## src/mem_image.hex

```
// One 256-bit memory line per row, row n is line n
// Word 7 is the leftmost 8 digits, word 0 the rightmost
e0075a07e0065a06e0055a05e0045a04e0035a03e0025a02e0015a01e0005a00
e1075a17e1065a16e1055a15e1045a14e1035a13e1025a12e1015a11e1005a10
e2075a27e2065a26e2055a25e2045a24e2035a23e2025a22e2015a21e2005a20
e3075a37e3065a36e3055a35e3045a34e3035a33e3025a32e3015a31e3005a30
e4075a47e4065a46e4055a45e4045a44e4035a43e4025a42e4015a41e4005a40
e5075a57e5065a56e5055a55e5045a54e5035a53e5025a52e5015a51e5005a50
e6075a67e6065a66e6055a65e6045a64e6035a63e6025a62e6015a61e6005a60
e7075a77e7065a76e7055a75e7045a74e7035a73e7025a72e7015a71e7005a70
e8075a87e8065a86e8055a85e8045a84e8035a83e8025a82e8015a81e8005a80
e9075a97e9065a96e9055a95e9045a94e9035a93e9025a92e9015a91e9005a90
ea075aa7ea065aa6ea055aa5ea045aa4ea035aa3ea025aa2ea015aa1ea005aa0
eb075ab7eb065ab6eb055ab5eb045ab4eb035ab3eb025ab2eb015ab1eb005ab0
ec075ac7ec065ac6ec055ac5ec045ac4ec035ac3ec025ac2ec015ac1ec005ac0
ed075ad7ed065ad6ed055ad5ed045ad4ed035ad3ed025ad2ed015ad1ed005ad0
ee075ae7ee065ae6ee055ae5ee045ae4ee035ae3ee025ae2ee015ae1ee005ae0
ef075af7ef065af6ef055af5ef045af4ef035af3ef025af2ef015af1ef005af0

```

## src/common/icache_pkg.sv

```systemverilog
package icache_pkg;

  // Address and data widths seen by the cores and the fill bus
  typedef logic [31:0] addr_t;   // Byte address
  typedef logic [31:0] word_t;   // Instruction word
  typedef logic [3:0]  rmask_t;  // Read byte mask, nonzero means request

  localparam int LINE_BYTES       = 32;
  localparam int LINE_OFFSET_BITS = $clog2(LINE_BYTES);

  typedef logic [LINE_BYTES*8-1:0] line_t;  // One full cache line

  // Per-cache sequencer
  typedef enum logic [1:0] {
    IDLE,     // Accepting, or looking up an accepted request
    FILL,     // Waiting on the shared bus
    INSTALL,  // Writing the fetched line
    INVAL     // Invalidate lookup
  } ctrl_state_t;

  // Fill bus arbiter
  typedef enum logic {
    ARB_IDLE,
    ARB_BUSY
  } arb_state_t;

endpackage

```

## src/hdl/line_memory.sv

```systemverilog
module line_memory #(
  parameter int MEM_LINES   = 16,
  parameter int MEM_LATENCY = 4
) (
  input  logic              clk,
  input  logic              rst,
  input  logic              mem_read,
  input  icache_pkg::addr_t mem_addr,
  output icache_pkg::line_t mem_rdata,
  output logic              mem_resp
);
  import icache_pkg::*;

  localparam int IDX_BITS = $clog2(MEM_LINES);
  localparam int CNT_BITS = $clog2(MEM_LATENCY + 1);

  line_t               lines_q [MEM_LINES];
  logic [IDX_BITS-1:0] line_idx;
  logic [CNT_BITS-1:0] cnt_q;
  logic                busy_q;

  initial begin
    $readmemh("/design/src/mem_image.hex", lines_q);
  end

  // Line number wraps over the image
  assign line_idx = IDX_BITS'(mem_addr[31:LINE_OFFSET_BITS] % MEM_LINES);

  always_ff @(posedge clk) begin
    if (mem_read) mem_rdata <= lines_q[line_idx];  // Held until the next read
  end

  always_ff @(posedge clk) begin
    if (rst) begin
      busy_q   <= 1'b0;
      cnt_q    <= '0;
      mem_resp <= 1'b0;
    end else begin
      mem_resp <= 1'b0;
      if (mem_read) begin
        cnt_q    <= CNT_BITS'(MEM_LATENCY - 1);
        busy_q   <= (MEM_LATENCY > 1);
        mem_resp <= (MEM_LATENCY == 1);
      end else if (busy_q) begin
        cnt_q <= cnt_q - 1'b1;
        if (cnt_q == CNT_BITS'(1)) begin
          busy_q   <= 1'b0;
          mem_resp <= 1'b1;
        end
      end
    end
  end

  a_no_overlap: assert property (@(posedge clk) disable iff (rst) mem_read |-> !busy_q);

endmodule

```

## config.mk

```make
export PLATFORM = sky130hd
export DESIGN_NAME = line_memory
export DESIGN_NICKNAME = d
export VERILOG_FILES = /design/src/common/icache_pkg.sv /design/src/hdl/line_memory.sv
export SDC_FILE = /design/constraint.sdc
export NUM_CORES = 1
export LEC_CHECK = 0
export ABC_AREA = 0
export BUFFER_PORTS_ARGS = -buffer_cell sky130_fd_sc_hd__buf_2
export CORE_AREA = 4 4 112 114
export DETAILED_ROUTE_END_ITERATION = 8
export DIE_AREA = 0 0 116 118
export PLACE_DENSITY_LB_ADDON = 0.25
export SLEW_MARGIN = 20
export SYNTH_ARGS = -nofsm -noshare
export SYNTH_HDL_FRONTEND = slang
export SYNTH_SLANG_ARGS = --single-unit
export TNS_END_PERCENT = 10
```

## constraint.sdc

```tcl
create_clock -name clk -period 1.9 [get_ports clk]
set_input_delay 0.095 -clock clk [delete_from_list [all_inputs] [get_ports clk]]
set_output_delay 0.095 -clock clk [all_outputs]
set_load 0.01 [all_outputs]
```

; Word-level counts from Yosys, hierarchy flattened
; Cells that the tools add are included.
[word_totals]
ff_bits = 261
output_inout_bits = 257
in_bits = 35
wordCells = 17
[classes]
addsub = 1
n_bitwise = 1
reduce_logical = 3
n_eq_ne = 1
muxes = 6
[ops]
columns = operator, n
row1 = 1-bit two-way mux, 4
row2 = 2-bit two-way mux, 2
row3 = "3-bit by 1-bit equality test with 1-bit output, second input constant", 1
row4 = 3-bit OR reduction, 1
row5 = "3-bit by 1-bit subtractor with 3-bit output, second input constant", 1
row6 = 2-bit nonzero test, 1
row7 = 2-bit OR reduction, 1
row8 = 1-bit inverter, 1

; Logic depth before layout (Yosys ltp)
[logic_depth]
depth_word = 4
depth_mapped = 5
depth_no_buf = 5

; Worst setup path before layout
; OpenSTA, ideal clock, no wires.
[synth_timing]
path_kind = reg2reg
from = register cnt_q[0]
to = register cnt_q[1]
t_required_ns = 1.830
slack_ns = 0.935
arrival_time_ns = 0.896
stages_incl_launch_ff = 6
setup_time_ns = 0.070
path_buffers = 0
synth_period_minus_slack_ns = 0.965
cell_sequence = dfxtp_1 > inv_1 > ha_1 > nand2_1 > o21ai_0 > a21oi_1
[synth_between]
elab_chain_cells = 3
[synth_rtl]
columns = element, line
row1 = from (decl), line_memory.sv:19  ; logic [CNT_BITS-1:0] cnt_q;
row2 = from (signal assigned), line_memory.sv:41  ; cnt_q <= CNT_BITS'(MEM_LATENCY - 1);
row3 = from (signal assigned), line_memory.sv:45  ; cnt_q <= cnt_q - 1'b1;
row4 = 3-bit by 1-bit subtractor with 3-bit output, line_memory.sv:45
row5 = 2-bit two-way mux, line_memory.sv:44  ; end else if (busy_q) begin
row6 = 2-bit two-way mux, line_memory.sv:40  ; if (mem_read) begin
; No other way between the ends. The select of a mux whose other input is x is not followed.
; A chain may end at the register's enable or synchronous reset.

; Final worst setup path
; Same ends and word-level chain as after synthesis.

==> flow_summary.ini <==
[run_status]
status = complete, no violations

[routing]
drtIter0Drc = 0
wl_per_cell_um = 5.23
vias = 828
drt_wl_total_um = 2240
drt-vias-per-instance = 1.93
drc_errors = 0
drtAntennaViolNets = 0
drt_pass1_iterations = 1

[yosys]
synth-main-ff-cell = dfxtp_1
yosys.area.top_type = buf_4
yosysSeqAreaShare_pct = 4.67
syn_inst = 279
async_flop_share_pct = 0
synth_common_cells = buf_4 (256), dfxtp_1 (5), a21oi_1 (3), inv_1 (3)
synth_top_area_share_pct = 89.7
ys_ff_latch = 5
avgSynthCellArea_um2 = 7.68
ys_warn_count = 0
synth-edff-count = 0
ys_types = 14
syn-cell-area_mm2 = 0.00214
yosys-top-cells-area = buf_4 (90%), dfxtp_1 (4.7%), ha_1 (1.2%)
synth.most_common_cell = buf_4

[floorplan]
start_util_pct = 18.8
die_h_um = 118
dieArea_mm2 = 0.0137
fp.dieW_um = 116
ios = 292
rows = 39
coreArea_mm2 = 0.0114

[final_layout]
layout.nets = 323
fillers = 1333
diodes = 0
area_growth_pct = -32.3
post-route-util_pct = 12.7
drive_above_1_share_pct = 2.81
multi_input_area_mm2 = 0.00107
seqCellArea_um2 = 100

[clocking]
clockRootBuffer = clkbuf_16
cts_inserted_buffers = 3
cts_tree = yes
clkLatencyLatePin_ns = 0.23
hold_buffers = 0
htreeDepth = 1
post_cts_resized = 0
postCtsSetupRepairBufs = 0
path_clk_slew_ns = 0.03
clkSinkCount = 5
max-clock-path-buffers = 2

[critical_path]
crit_slowest_cell = dfxtp_1
worstPathRequired_ns = 2.06
endpoint = cnt_q[1]
critPathCaptureType = register
cp-start-kind = register
r2r_cells = 5
cp_num_cells = 5
crit_family = flip-flops
r2r_slack_ns = 0.85
critPathKind = register to register
critPathMaxStageDelay_ns = 0.37
cp-startpoint = cnt_q[0]
cp.arrival_ns = 1.21
rr_startpoint = cnt_q[0]
reg2reg_to = cnt_q[1]
path_buf_inv = 1
crit_fanout = 3
worstPathCellList = inv_1, ha_1, nand2_1, o21ai_0, a21oi_1

[global_route]
grt_usage_pct = 2.33
overflow = 0
grt_antenna_before_repair = 0
grt_pass1_vias = 531
grt_pass1_wl_um = 2620
grt_start_max_net_pins = 7

[sta]
fmax_ghz = 0.953
rsz0062_at_grt = false
min_period_over_period_pct = 55.2
fin_skew_ns = 0.00207
min_period_ns = 1.05
setup_viol = 0
hold_viol_final = 0
tns_ns = 0
drv_slew = 0

[place]
io_buffers = 3
gp_congestion = 0.579
dpl.hpwl_um = 2150

[worst_hold_path]
min-delay-start = mem_read
hold_path_class = input pin to register

[power_and_ir_drop]
ir_drop_v = 0.000195
power.leakage_uw = 0.000973
power_uw = 729
powerDensity_mw_per_mm2 = 502

[run]
maxCapViolCount = 0
cell type report:
cell class	instances	area share, %
well taps	143	12.3
clock buffers	4	5.43
inverters	3	0.776
repair buffers	3	1.03
flip-flops and latches	5	6.90
multi-input cells	270	73.5
layer usage:
metal,GRT usage [%],up-vias,wire length [µm]
met3,0.823,4,638
li1,-,340,-
met5,0,-,0
met1,1.51,345,316
met4,1.96,0,58
met2,4.75,139,1230
power by group:
| part | internal, µW | switching (µW) |
|---|---|---|
| logic | 14.3 | 252 |
| clock network | 278 | 67.3 |
| registers | 112 | 5.61 |
sequential cells by signal, summed over array words and instances, names as in the netlist:
signal    flops
cnt_q         3
busy_q        1
mem_resp      1
placed cells by master, fill, tap and decap left out, drive strengths merged:
cell,instances
conb,256
dfxtp,5
clkbuf,4
inv,3
a21oi,3
buf,3
nand2,2
ha,2
xnor2,1
nand2b,1
nor4b,1
xor2,1
nor3,1
o21ai,1
nor2,1
worst reg2reg max path, stage by stage, from the launching register on:
cell     delay, ns
dfxtp_1       0.37
inv_1         0.06
ha_1          0.29
nand2_1       0.06
o21ai_0       0.07
a21oi_1       0.13
cells by family (layout without fill, tap and decap cells):
family	Yosys count	count (layout)	share of synthesized area [%]
buffers and inverters	259	10	90.2
AND/OR/NAND/NOR	6	6	2.04
flip-flops	5	5	4.67
AO/OA/AOI/OAI	4	4	0.934
adder cells (fa/ha/maj)	2	2	1.17
XOR/XNOR	2	2	0.817
other	1	256	0.175
worst min-delay path by stage:
stage | end | slack [ns] | cells past startpoint
final | cnt_q[2] | 0.09 | 2
after detailed placement | cnt_q[2] | 0.32 | 2
after global placement | cnt_q[2] | 0.32 | 2
after floorplan | cnt_q[2] | 0.16 | 1
after CTS | cnt_q[2] | 0.08 | 2
after global routing | cnt_q[2] | 0.1 | 2
per-stage QoR:
step	hold WS [ns]	area, µm²	setup WS (ns)	std cells
floorplan	0.164	3100	0.935	534
global placement	0.318	1370	0.897	424
detailed placement	0.319	1370	0.861	424
CTS	0.0809	1450	0.853	428
global route	0.0973	1450	0.788	428
finish	0.0898	1450	0.851	428
Note: power is estimated with default switching activity, not from simulation.
