===== src/common/icache_pkg.sv =====
package icache_pkg;

  // Address and data widths seen by the cores and the fill bus
  typedef logic [31:0] addr_t;   // Byte address
  typedef logic [31:0] word_t;   // Instruction word
  typedef logic [3:0]  rmask_t;  // Read byte mask, nonzero means request

  localparam int LINE_BYTES       = 32;
  localparam int LINE_OFFSET_BITS = $clog2(LINE_BYTES);

  typedef logic [LINE_BYTES*8-1:0] line_t;  // One full cache line

  // Per-cache sequencer
  typedef enum logic [1:0] {
    IDLE,     // Accepting, or looking up an accepted request
    FILL,     // Waiting on the shared bus
    INSTALL,  // Writing the fetched line
    INVAL     // Invalidate lookup
  } ctrl_state_t;

  // Fill bus arbiter
  typedef enum logic {
    ARB_IDLE,
    ARB_BUSY
  } arb_state_t;

endpackage


===== src/icache/icache_control.sv =====
module icache_control (
  input  logic clk,
  input  logic rst,
  input  logic req_valid,
  input  logic inval_valid,
  input  logic cache_hit,
  input  logic bus_gnt,
  input  logic bus_resp,
  output logic ready,
  output logic bus_req,
  output logic install,
  output logic ufp_resp,
  output logic invalidate_resp
);
  import icache_pkg::*;

  ctrl_state_t state_q;
  logic        lookup_q;  // Core request accepted last edge, tag check in progress

  assign ready   = (state_q == IDLE) && !lookup_q;
  assign install = (state_q == INSTALL);

  // A miss asks for the bus already in the lookup cycle
  assign bus_req = (state_q == FILL) || (lookup_q && !cache_hit);

  always_ff @(posedge clk) begin
    if (rst) begin
      state_q         <= IDLE;
      lookup_q        <= 1'b0;
      ufp_resp        <= 1'b0;
      invalidate_resp <= 1'b0;
    end else begin
      ufp_resp        <= 1'b0;
      invalidate_resp <= 1'b0;
      case (state_q)
        IDLE: begin
          if (lookup_q) begin
            lookup_q <= 1'b0;
            if (cache_hit) begin
              ufp_resp <= 1'b1;
            end else begin
              state_q <= FILL;
            end
          end else if (inval_valid) begin  // Invalidate has priority
            state_q <= INVAL;
          end else if (req_valid) begin
            lookup_q <= 1'b1;
          end
        end
        FILL: begin
          if (bus_gnt && bus_resp) state_q <= INSTALL;  // Only our own response
        end
        INSTALL: begin
          state_q  <= IDLE;
          ufp_resp <= 1'b1;  // Line now present, word read out next cycle
        end
        INVAL: begin
          state_q         <= IDLE;
          invalidate_resp <= 1'b1;
        end
        default: state_q <= IDLE;
      endcase
    end
  end

  a_bus_req_held: assert property (@(posedge clk) disable iff (rst)
    bus_req && !(bus_gnt && bus_resp) |=> bus_req);

endmodule


===== src/icache/icache.sv =====
module icache #(
  parameter int WAYS = 2,
  parameter int SETS = 8
) (
  input  logic               clk,
  input  logic               rst,
  input  icache_pkg::addr_t  ufp_addr,
  input  icache_pkg::rmask_t ufp_rmask,
  output icache_pkg::word_t  ufp_rdata,
  output logic               ufp_resp,
  input  logic               bus_gnt,
  input  icache_pkg::line_t  bus_rdata,
  input  logic               bus_resp,
  output logic               bus_req,
  output icache_pkg::addr_t  bus_addr,
  input  logic               invalidate_req,
  input  icache_pkg::addr_t  invalidate_addr,
  output logic               invalidate_resp,
  output icache_pkg::word_t  invalidate_wdata
);
  import icache_pkg::*;

  localparam int SET_BITS  = $clog2(SETS);
  localparam int TAG_BITS  = 32 - SET_BITS - LINE_OFFSET_BITS;
  localparam int WSEL_BITS = LINE_OFFSET_BITS - 2;

  logic [TAG_BITS-1:0] tag_q   [WAYS][SETS];
  line_t               data_q  [WAYS][SETS];
  logic [SETS-1:0]     valid_q [WAYS];
  logic [WAYS-1:0]     lru_q   [SETS][WAYS];  // Row r bit c: way r used after way c

  addr_t                lookup_addr;
  logic [SET_BITS-1:0]  set_idx;
  logic [TAG_BITS-1:0]  tag;
  logic [WSEL_BITS-1:0] word_idx;
  logic [WAYS-1:0]      hit_vec;
  logic [WAYS-1:0]      victim;
  logic                 victim_found;
  logic                 cache_hit;
  logic                 ready;
  logic                 install;
  word_t                word_sel;
  line_t                fill_q;

  // One address register serves both core lookups and invalidates
  always_ff @(posedge clk) begin
    if (rst) begin
      lookup_addr <= '0;
    end else if (ready) begin
      lookup_addr <= invalidate_req ? invalidate_addr : ufp_addr;
    end
  end

  assign word_idx = lookup_addr[2 +: WSEL_BITS];
  assign set_idx  = lookup_addr[LINE_OFFSET_BITS +: SET_BITS];
  assign tag      = lookup_addr[31 -: TAG_BITS];
  assign bus_addr = {lookup_addr[31:LINE_OFFSET_BITS], LINE_OFFSET_BITS'(0)};

  always_comb begin
    hit_vec  = '0;
    word_sel = '0;  // Stays zero on a miss
    for (int w = 0; w < WAYS; w++) begin
      if (valid_q[w][set_idx] && tag_q[w][set_idx] == tag) begin
        hit_vec[w] = 1'b1;
        word_sel   = data_q[w][set_idx][word_idx*32 +: 32];
      end
    end
  end

  assign cache_hit        = |hit_vec;
  assign ufp_rdata        = word_sel;
  assign invalidate_wdata = word_sel;  // Read before the valid bit drops

  // Replacement: an empty way first, else the way nobody was used before
  always_comb begin
    victim       = '0;
    victim_found = 1'b0;
    for (int w = 0; w < WAYS; w++) begin
      if (!victim_found && !valid_q[w][set_idx]) begin
        victim[w]    = 1'b1;
        victim_found = 1'b1;
      end
    end
    for (int w = 0; w < WAYS; w++) begin
      if (!victim_found && lru_q[set_idx][w] == '0) begin
        victim[w]    = 1'b1;
        victim_found = 1'b1;
      end
    end
  end

  always_ff @(posedge clk) begin
    if (bus_gnt && bus_resp) fill_q <= bus_rdata;  // Bus data lasts one cycle
  end

  always_ff @(posedge clk) begin
    for (int w = 0; w < WAYS; w++) begin
      if (install && victim[w]) begin
        tag_q[w][set_idx]  <= tag;
        data_q[w][set_idx] <= fill_q;
      end
    end
  end

  always_ff @(posedge clk) begin
    if (rst) begin
      for (int w = 0; w < WAYS; w++) begin
        valid_q[w] <= '0;
      end
    end else begin
      for (int w = 0; w < WAYS; w++) begin
        if (install && victim[w]) begin
          valid_q[w][set_idx] <= 1'b1;
        end else if (invalidate_resp && hit_vec[w]) begin
          valid_q[w][set_idx] <= 1'b0;
        end
      end
    end
  end

  // Every core response is a hit, direct or right after an install
  always_ff @(posedge clk) begin
    if (rst) begin
      for (int s = 0; s < SETS; s++) begin
        for (int r = 0; r < WAYS; r++) begin
          lru_q[s][r] <= '0;
        end
      end
    end else if (ufp_resp) begin
      for (int r = 0; r < WAYS; r++) begin
        for (int c = 0; c < WAYS; c++) begin
          if (hit_vec[r] && r != c) begin
            lru_q[set_idx][r][c] <= 1'b1;
          end else if (hit_vec[c]) begin
            lru_q[set_idx][r][c] <= 1'b0;
          end
        end
      end
    end
  end

  icache_control u_control (
    .clk             (clk),
    .rst             (rst),
    .req_valid       (|ufp_rmask),
    .inval_valid     (invalidate_req),
    .cache_hit       (cache_hit),
    .bus_gnt         (bus_gnt),
    .bus_resp        (bus_resp),
    .ready           (ready),
    .bus_req         (bus_req),
    .install         (install),
    .ufp_resp        (ufp_resp),
    .invalidate_resp (invalidate_resp)
  );

  a_hit_onehot: assert property (@(posedge clk) disable iff (rst) $onehot0(hit_vec));

  a_resp_excl: assert property (@(posedge clk) disable iff (rst)
    !(ufp_resp && invalidate_resp));

endmodule


===== config.mk =====
export PLATFORM = sky130hd
export DESIGN_NAME = icache
export DESIGN_NICKNAME = d
export VERILOG_FILES = /design/src/common/icache_pkg.sv /design/src/icache/icache_control.sv /design/src/icache/icache.sv
export SDC_FILE = /design/constraint.sdc
export NUM_CORES = 2
export LEC_CHECK = 0
export BUFFER_PORTS_ARGS = -buffer_cell sky130_fd_sc_hd__buf_2
export CELL_PAD_IN_SITES_DETAIL_PLACEMENT = 1
export CELL_PAD_IN_SITES_GLOBAL_PLACEMENT = 1
export CORE_ASPECT_RATIO = 1.1
export CORE_MARGIN = 8
export CORE_UTILIZATION = 50
export CTS_CLUSTER_DIAMETER = 200
export DETAILED_ROUTE_END_ITERATION = 10
export PLACE_DENSITY = 0.74
export SKIP_CTS_REPAIR_TIMING = 1
export SLEW_MARGIN = 20
export SYNTH_ARGS = -nofsm -noshare
export SYNTH_HDL_FRONTEND = slang
export SYNTH_MEMORY_MAX_BITS = 65536
export SYNTH_SLANG_ARGS = --single-unit

===== constraint.sdc =====
create_clock -name clk -period 20.1 [get_ports clk]
set_clock_uncertainty 0.05 [all_clocks]
set_input_delay 4.02 -clock clk [delete_from_list [all_inputs] [get_ports clk]]
set_output_delay 4.02 -clock clk [all_outputs]
set_load 0.01 [all_outputs]

== After elaboration in Yosys (flattened, before gate mapping) ==
Memory sizes are Yosys's and may differ from the RTL's. A register that Yosys moved wholly into a read port is not among the register bits.
Index checks and enable logic that the tools add are counted.

* Output and inout port bits: 99
* Bits in registers: 293
* Logic and storage cells: 215
* Bits in writable memories: 4,512
* Memories kept: 4

{| class="wikitable"
|+ Memory list
! memory !! depth !! width !! read ports !! clocked after Yosys merged registers in !! write ports !! RTL line !! source
|-
| data_q || 2 || 2,048 || 2 || 0 || 1 || icache.sv:28 || <nowiki>line_t data_q [WAYS][SETS];</nowiki>
|-
| tag_q || 2 || 192 || 2 || 0 || 1 || icache.sv:27 || <nowiki>logic [TAG_BITS-1:0] tag_q [WAYS][SETS];</nowiki>
|-
| lru_q || 8 || 2 || 1 || 1 || 8 || icache.sv:30 || <nowiki>logic [WAYS-1:0] lru_q [SETS][WAYS];</nowiki>
|-
| valid_q || 2 || 8 || 2 || 0 || 2 || icache.sv:29 || <nowiki>logic [SETS-1:0] valid_q [WAYS];</nowiki>
|}

* Eq/ne operators: 8
* Muxes and demuxes: 126
* $lt $le $gt $ge: 4
* Shift operators: 2
* Bitwise gates (word level): 35
* Reduce and logical (&&, ||, !) cells: 30

{| class="wikitable"
|+ Operators with widths
! kind !! number
|-
| $mux 2048 || 4
|-
| $reduce_or 2048->1 || 1
|-
| $bmux 256 s3 || 2
|-
| $mux 256 || 5
|-
| $demux 256 s3 || 1
|-
| $mux 192 || 4
|-
| $shiftx 256x9->32 || 2
|-
| $reduce_or 192->1 || 1
|-
| $bmux 24 s3 || 2
|-
| $mux 24 || 5
|-
| $mux 32 || 3
|-
| $mux 1 || 81
|-
| $demux 24 s3 || 1
|-
| $eq 24x24->1 || 2
|-
| $or 1x1->1 || 34
|-
| $mux 8 || 4
|-
| $logic_and 1x1->1 || 14
|-
| $mux 2 || 6
|-
| $mux 3 || 3
|-
| $bmux 1 s3 || 2
|-
| $logic_not 2->1 || 3
|-
| $pmux 2 s3 || 1
|-
| $reduce_or 2->1 || 3
|-
| $logic_not 1->1 || 5
|-
| 15 further kinds || 16
|}

== Depth between registers and ports, before layout ==
An unclocked memory read counts as a cell.

* Depth in word-level cells: 18
* Gate-level depth with buffers: 20
* Gate-level depth less buffers: 8

== Cells and area by module ==
Synthesis repeated with hierarchy kept, for this count alone.

* Cells, all modules: 10,021
* Area total of the unflattened synthesis: 181,435.3 um^2

{| class="wikitable"
|+ Modules (own cells, without submodules)
! module !! seq. area each (um^2) !! instances !! cells an instance !! area an instance (um^2)
|-
| icache || 143,757.9 || 1 || 9,996 || 181,212.5
|-
| icache_control || 100.1 || 1 || 25 || 222.7
|}

== Least setup slack after synthesis ==
OpenSTA, ideal clock, no wires.

* Path kind: flip-flop to flip-flop
* From: register lookup_addr[7]
* To: memory valid_q[1][0]
* Period minus slack after synthesis: 15.010 ns
* Setup time: 0.113 ns
* Setup slack: 5.090 ns
* Cell stages (with the launch flop): 13
* Data arrival time: 14.847 ns
* Path buffers: 6
* Cell sequence: dfxtp_1 -> buf_6 -> buf_6 -> buf_6 -> buf_6 -> buf_6 -> mux4_2 -> mux2i_1 -> a21oi_1 -> or3_1 -> clkbuf_1 -> nor2_1 -> o21a_1

{| class="wikitable"
|+ RTL lines
! element !! RTL line !! source
|-
| from (decl) || icache.sv:32 || <nowiki>addr_t lookup_addr;</nowiki>
|-
| from (signal assigned) || icache.sv:50 || <nowiki>lookup_addr <= invalidate_req ? invalidate_addr : ufp_addr;</nowiki>
|-
| to (decl) || icache.sv:29 ||
|}

== Worst setup path after layout ==
* From: register lookup_addr[6]
* To: output invalidate_wdata[16]

* Longest elaborated chain between the ends: 8
* Elaborated cells on any way between the ends: 25
* Classes of those cells: 2 x eq/ne; 2 x shift; 18 x mux; 1 x bitwise; 2 x reduce/logical

{| class="wikitable"
|+ RTL lines
! element !! RTL line !! source
|-
| branches (longest 7 deep; another with $bmux 256 s3) || - ||
|-
| $mux 32 (*) || icache.sv:63 || <nowiki>if (valid_q[w][set_idx] && tag_q[w][set_idx] == tag) begin</nowiki>
|-
| to (decl) || icache.sv:19 || <nowiki>output icache_pkg::word_t invalidate_wdata</nowiki>
|}

Every way passes the cells marked *. The select of a mux whose other input is x is not followed.

==> impl_metrics.toml <==
[setup_path]
arrival_ns = 8.36
r2r_start = "lookup_addr[6]"
crit_chain = "buf_4, buf_4, buf_4, nand2b_4, o22ai_1, o31a_1, nor4_1, nand4_1, or4_4, buf_4, buf_4, o21bai_1, mux2i_1, buf_2"
cp_max_fo = 39
ff2ff_path_depth = 14
worst-setup-path-type = "reg2out"
crit_path_end_kind = "primary output"
cpLargestDelayFamily = "buffers and inverters"
cp-start-kind = "flip-flop"
cp_slowest_cell = "nand2b_4"
cp_common_cell = "buf_4"
cp_num_buf_inv = 6
critPathMaxStageDelay_ns = 0.78
cp.required_ns = 16.03
startpoint = "lookup_addr[6]"
crit_cells = 14

[synth]
synth_area_leaders = "edfxtp_1 78%, mux2i_1 3.0%, mux2_2 2.6%"
yosys-top-cells-count = "4,760 x edfxtp_1, 550 x mux2i_1, 470 x a21oi_1, 461 x nor2_1, 448 x o22ai_1"
seq_area_frac_synth_pct = 78.4
synth_cell_types = 83
yosysMostFrequentCell = "edfxtp_1"
async_reset_ff_share_pct = 0
yosys_warnings = 0
avgSynthCellArea_um2 = 17.9
synth-edff-count = 4760
synth_top_area_cell = "edfxtp_1"
synth_top_flop_cell = "edfxtp_1"
synth_cells = 10242
syn_area_mm2 = 0.183
synth_seq_cells = 4806
synth_top_area_share_pct = 77.9

[place]
portBuffers = 418
gp_congestion = 0.808
post-place-ws_ns = 8.90
hpwlAfterDp_um = 344000
placed_area_mm2 = 0.191

[clock_tree]
htreeDepth = 5
clockBufferDepth = 4
worstSkewPairLatency_ns = 1.00
cts_root_buf = "clkbuf_16"
cts_tree = "yes"
cts_buffers = 460
clk_pin_slew_ns = 0.07
clock_sinks = 4806

[global_route]
grt_first_pass_wirelength_um = 886000
grt_antenna_before_repair = 50
grt_max_degree = 111
grt_overflow = 0
first_global_vias = 115152
track_usage_pct = 32.0

[floorplan]
initial_core_util_pct = 50.2
core_mm2 = 0.366
ios = 428
die_w_um = 593
die_h_um = 651
die_area_mm2 = 0.386
rows = 233

[route]
drcViolationCount = 0
antenna_left = 0
first_iter_violations = 15429
via_count = 110914
viasPerCell = 6.97
wire_per_inst_um = 40.3
drt-total-wl_um = 641000
firstDrtPassIters = 6

[power_and_ir_drop]
total_power_uw = 23700
leakage_uw = 0.0650
ir_drop_mv = 0.0717
power_density_mw_per_mm2 = 115

[sta]
final_hold_viol_count = 0
max_freq_mhz = 80.5
setup_viol = 0
drv_slew = 0
finalCriticalPeriod_ns = 12.43
grt_setup_unrepaired = "false"
fin_crit_sh_pct = 61.8
relSlewSlack_pct = 18.3
whs_ns = 0.464
worst_pin_slew_ns = 1.23
setup_slack_ns = 7.67
finalSetupTns_ns = 0

[finish]
finalNetCount = 11004
num-fill-cells = 32450
design_area_mm2 = 0.206
syn_to_final_growth_pct = 12.3
drive_above_1_share_pct = 18.9

[hold_path]
hp-class = "reg2reg"
hold_depth = 2
min_from = "lookup_addr[18]"

[run]
drv_cap = 0

[status]
outcome = "complete, no violations"
## worst reg2reg max path, stage by stage (launching register included)
cell	delay, ns
dfxtp_4	0.75
buf_4	0.51
buf_4	0.66
buf_4	0.61
nand2b_4	0.80
nor2_1	0.19
a221oi_1	0.26
buf_4	0.20
o21bai_2	0.07
buf_4	0.23
nor2_4	0.74
buf_4	0.81
buf_4	0.88
buf_4	0.92
buf_4	0.75
## state kept, by name, summed over array words and instances (netlist names), named ones only
name	flops
data_q	4096
u_control.lookup_q	1
tag_q	384
valid_q	16
lookup_addr	30
fill_q	256
u_control.invalidate_resp	1
u_control.ufp_resp	1
u_control.state_q	2
lru_q	16
## metrics by stage
stage / util [%] / cells
floorplan: - / 10246
global placement: 52.2 / 15026
detailed placement: 52.2 / 15029
CTS: 56.3 / 15876
global route: 56.3 / 15882
finish: 56.4 / 15911
## worst paths after layout
kind	end	slack (ns)
max	invalidate_wdata[16]	7.67
min	lookup_addr[18]	0.46
max reg2reg	data_q[0][875]	11.29
min reg2reg	lookup_addr[18]	0.46
## power by group
| group | switching [µW] | internal [µW] |
|---|---|---|
| Clock | 3840 | 5000 |
| Combinational | 2380 | 983 |
| Sequential | 241 | 11300 |
| Total | 6470 | 17200 |
## cells by family after synthesis
logic type                after synthesis  synth area share, %
AOI/OAI and AO/OA                    2442                 9.05
xor gates and xnor gates               33                0.158
buffers and inverters                 774                 2.13
DFF                                  4806                 78.4
muxes                                1152                 7.78
other                                   1              0.00204
and+or+nand+nor                      1034                 2.44
## per-layer routing
metal | GRT usage, % | routed length (µm)
met5 | 0 | 166
met4 | 18.0 | 40400
met3 | 7.52 | 74400
met2 | 51.5 | 301000
met1 | 40.3 | 225000
## layout by cell type, fill, tap and decap left out, drive strengths merged, types with 27 or more instances in the layout
| cell type | synthesis | final |
|---|---|---|
| nor4 | 34 | 34 |
| a22oi | 154 | 154 |
| clkbuf | 326 | 553 |
| mux4 | 175 | 175 |
| a31oi | 33 | 33 |
| xnor2 | 27 | 27 |
| clkinv | 0 | 203 |
| diode | 0 | 34 |
| buf | 432 | 725 |
| edfxtp | 4760 | 4760 |
| o211ai | 70 | 70 |
| mux2i | 550 | 550 |
| o22ai | 448 | 448 |
| a221o | 85 | 85 |
| a2111oi | 45 | 45 |
| nor2 | 462 | 462 |
| nor3 | 65 | 65 |
| a211oi | 123 | 123 |
| o221ai | 109 | 109 |
| nand2 | 305 | 305 |
| a221oi | 222 | 222 |
| bufinv | 0 | 58 |
| dfxtp | 46 | 46 |
| nand3 | 50 | 50 |
| mux2 | 427 | 427 |
| o21ai | 392 | 392 |
| inv | 16 | 32 |
| a22o | 39 | 39 |
| a21oi | 470 | 470 |
## final cells by class
| type | instances | area (µm²) | area share, % |
|---|---|---|---|
| well taps | 4817 | 6030 | 2.93 |
| inverters | 16 | 85.1 | 0.0413 |
| clock buffers | 553 | 12000 | 5.84 |
| clock inverters | 294 | 3060 | 1.49 |
| flip-flops and latches | 4806 | 144000 | 69.8 |
| repair buffers | 725 | 4840 | 2.35 |
| diodes | 34 | 85.1 | 0.0413 |
| multi-input cells | 4666 | 36000 | 17.5 |
Note: power is estimated with default switching activity, not from simulation.
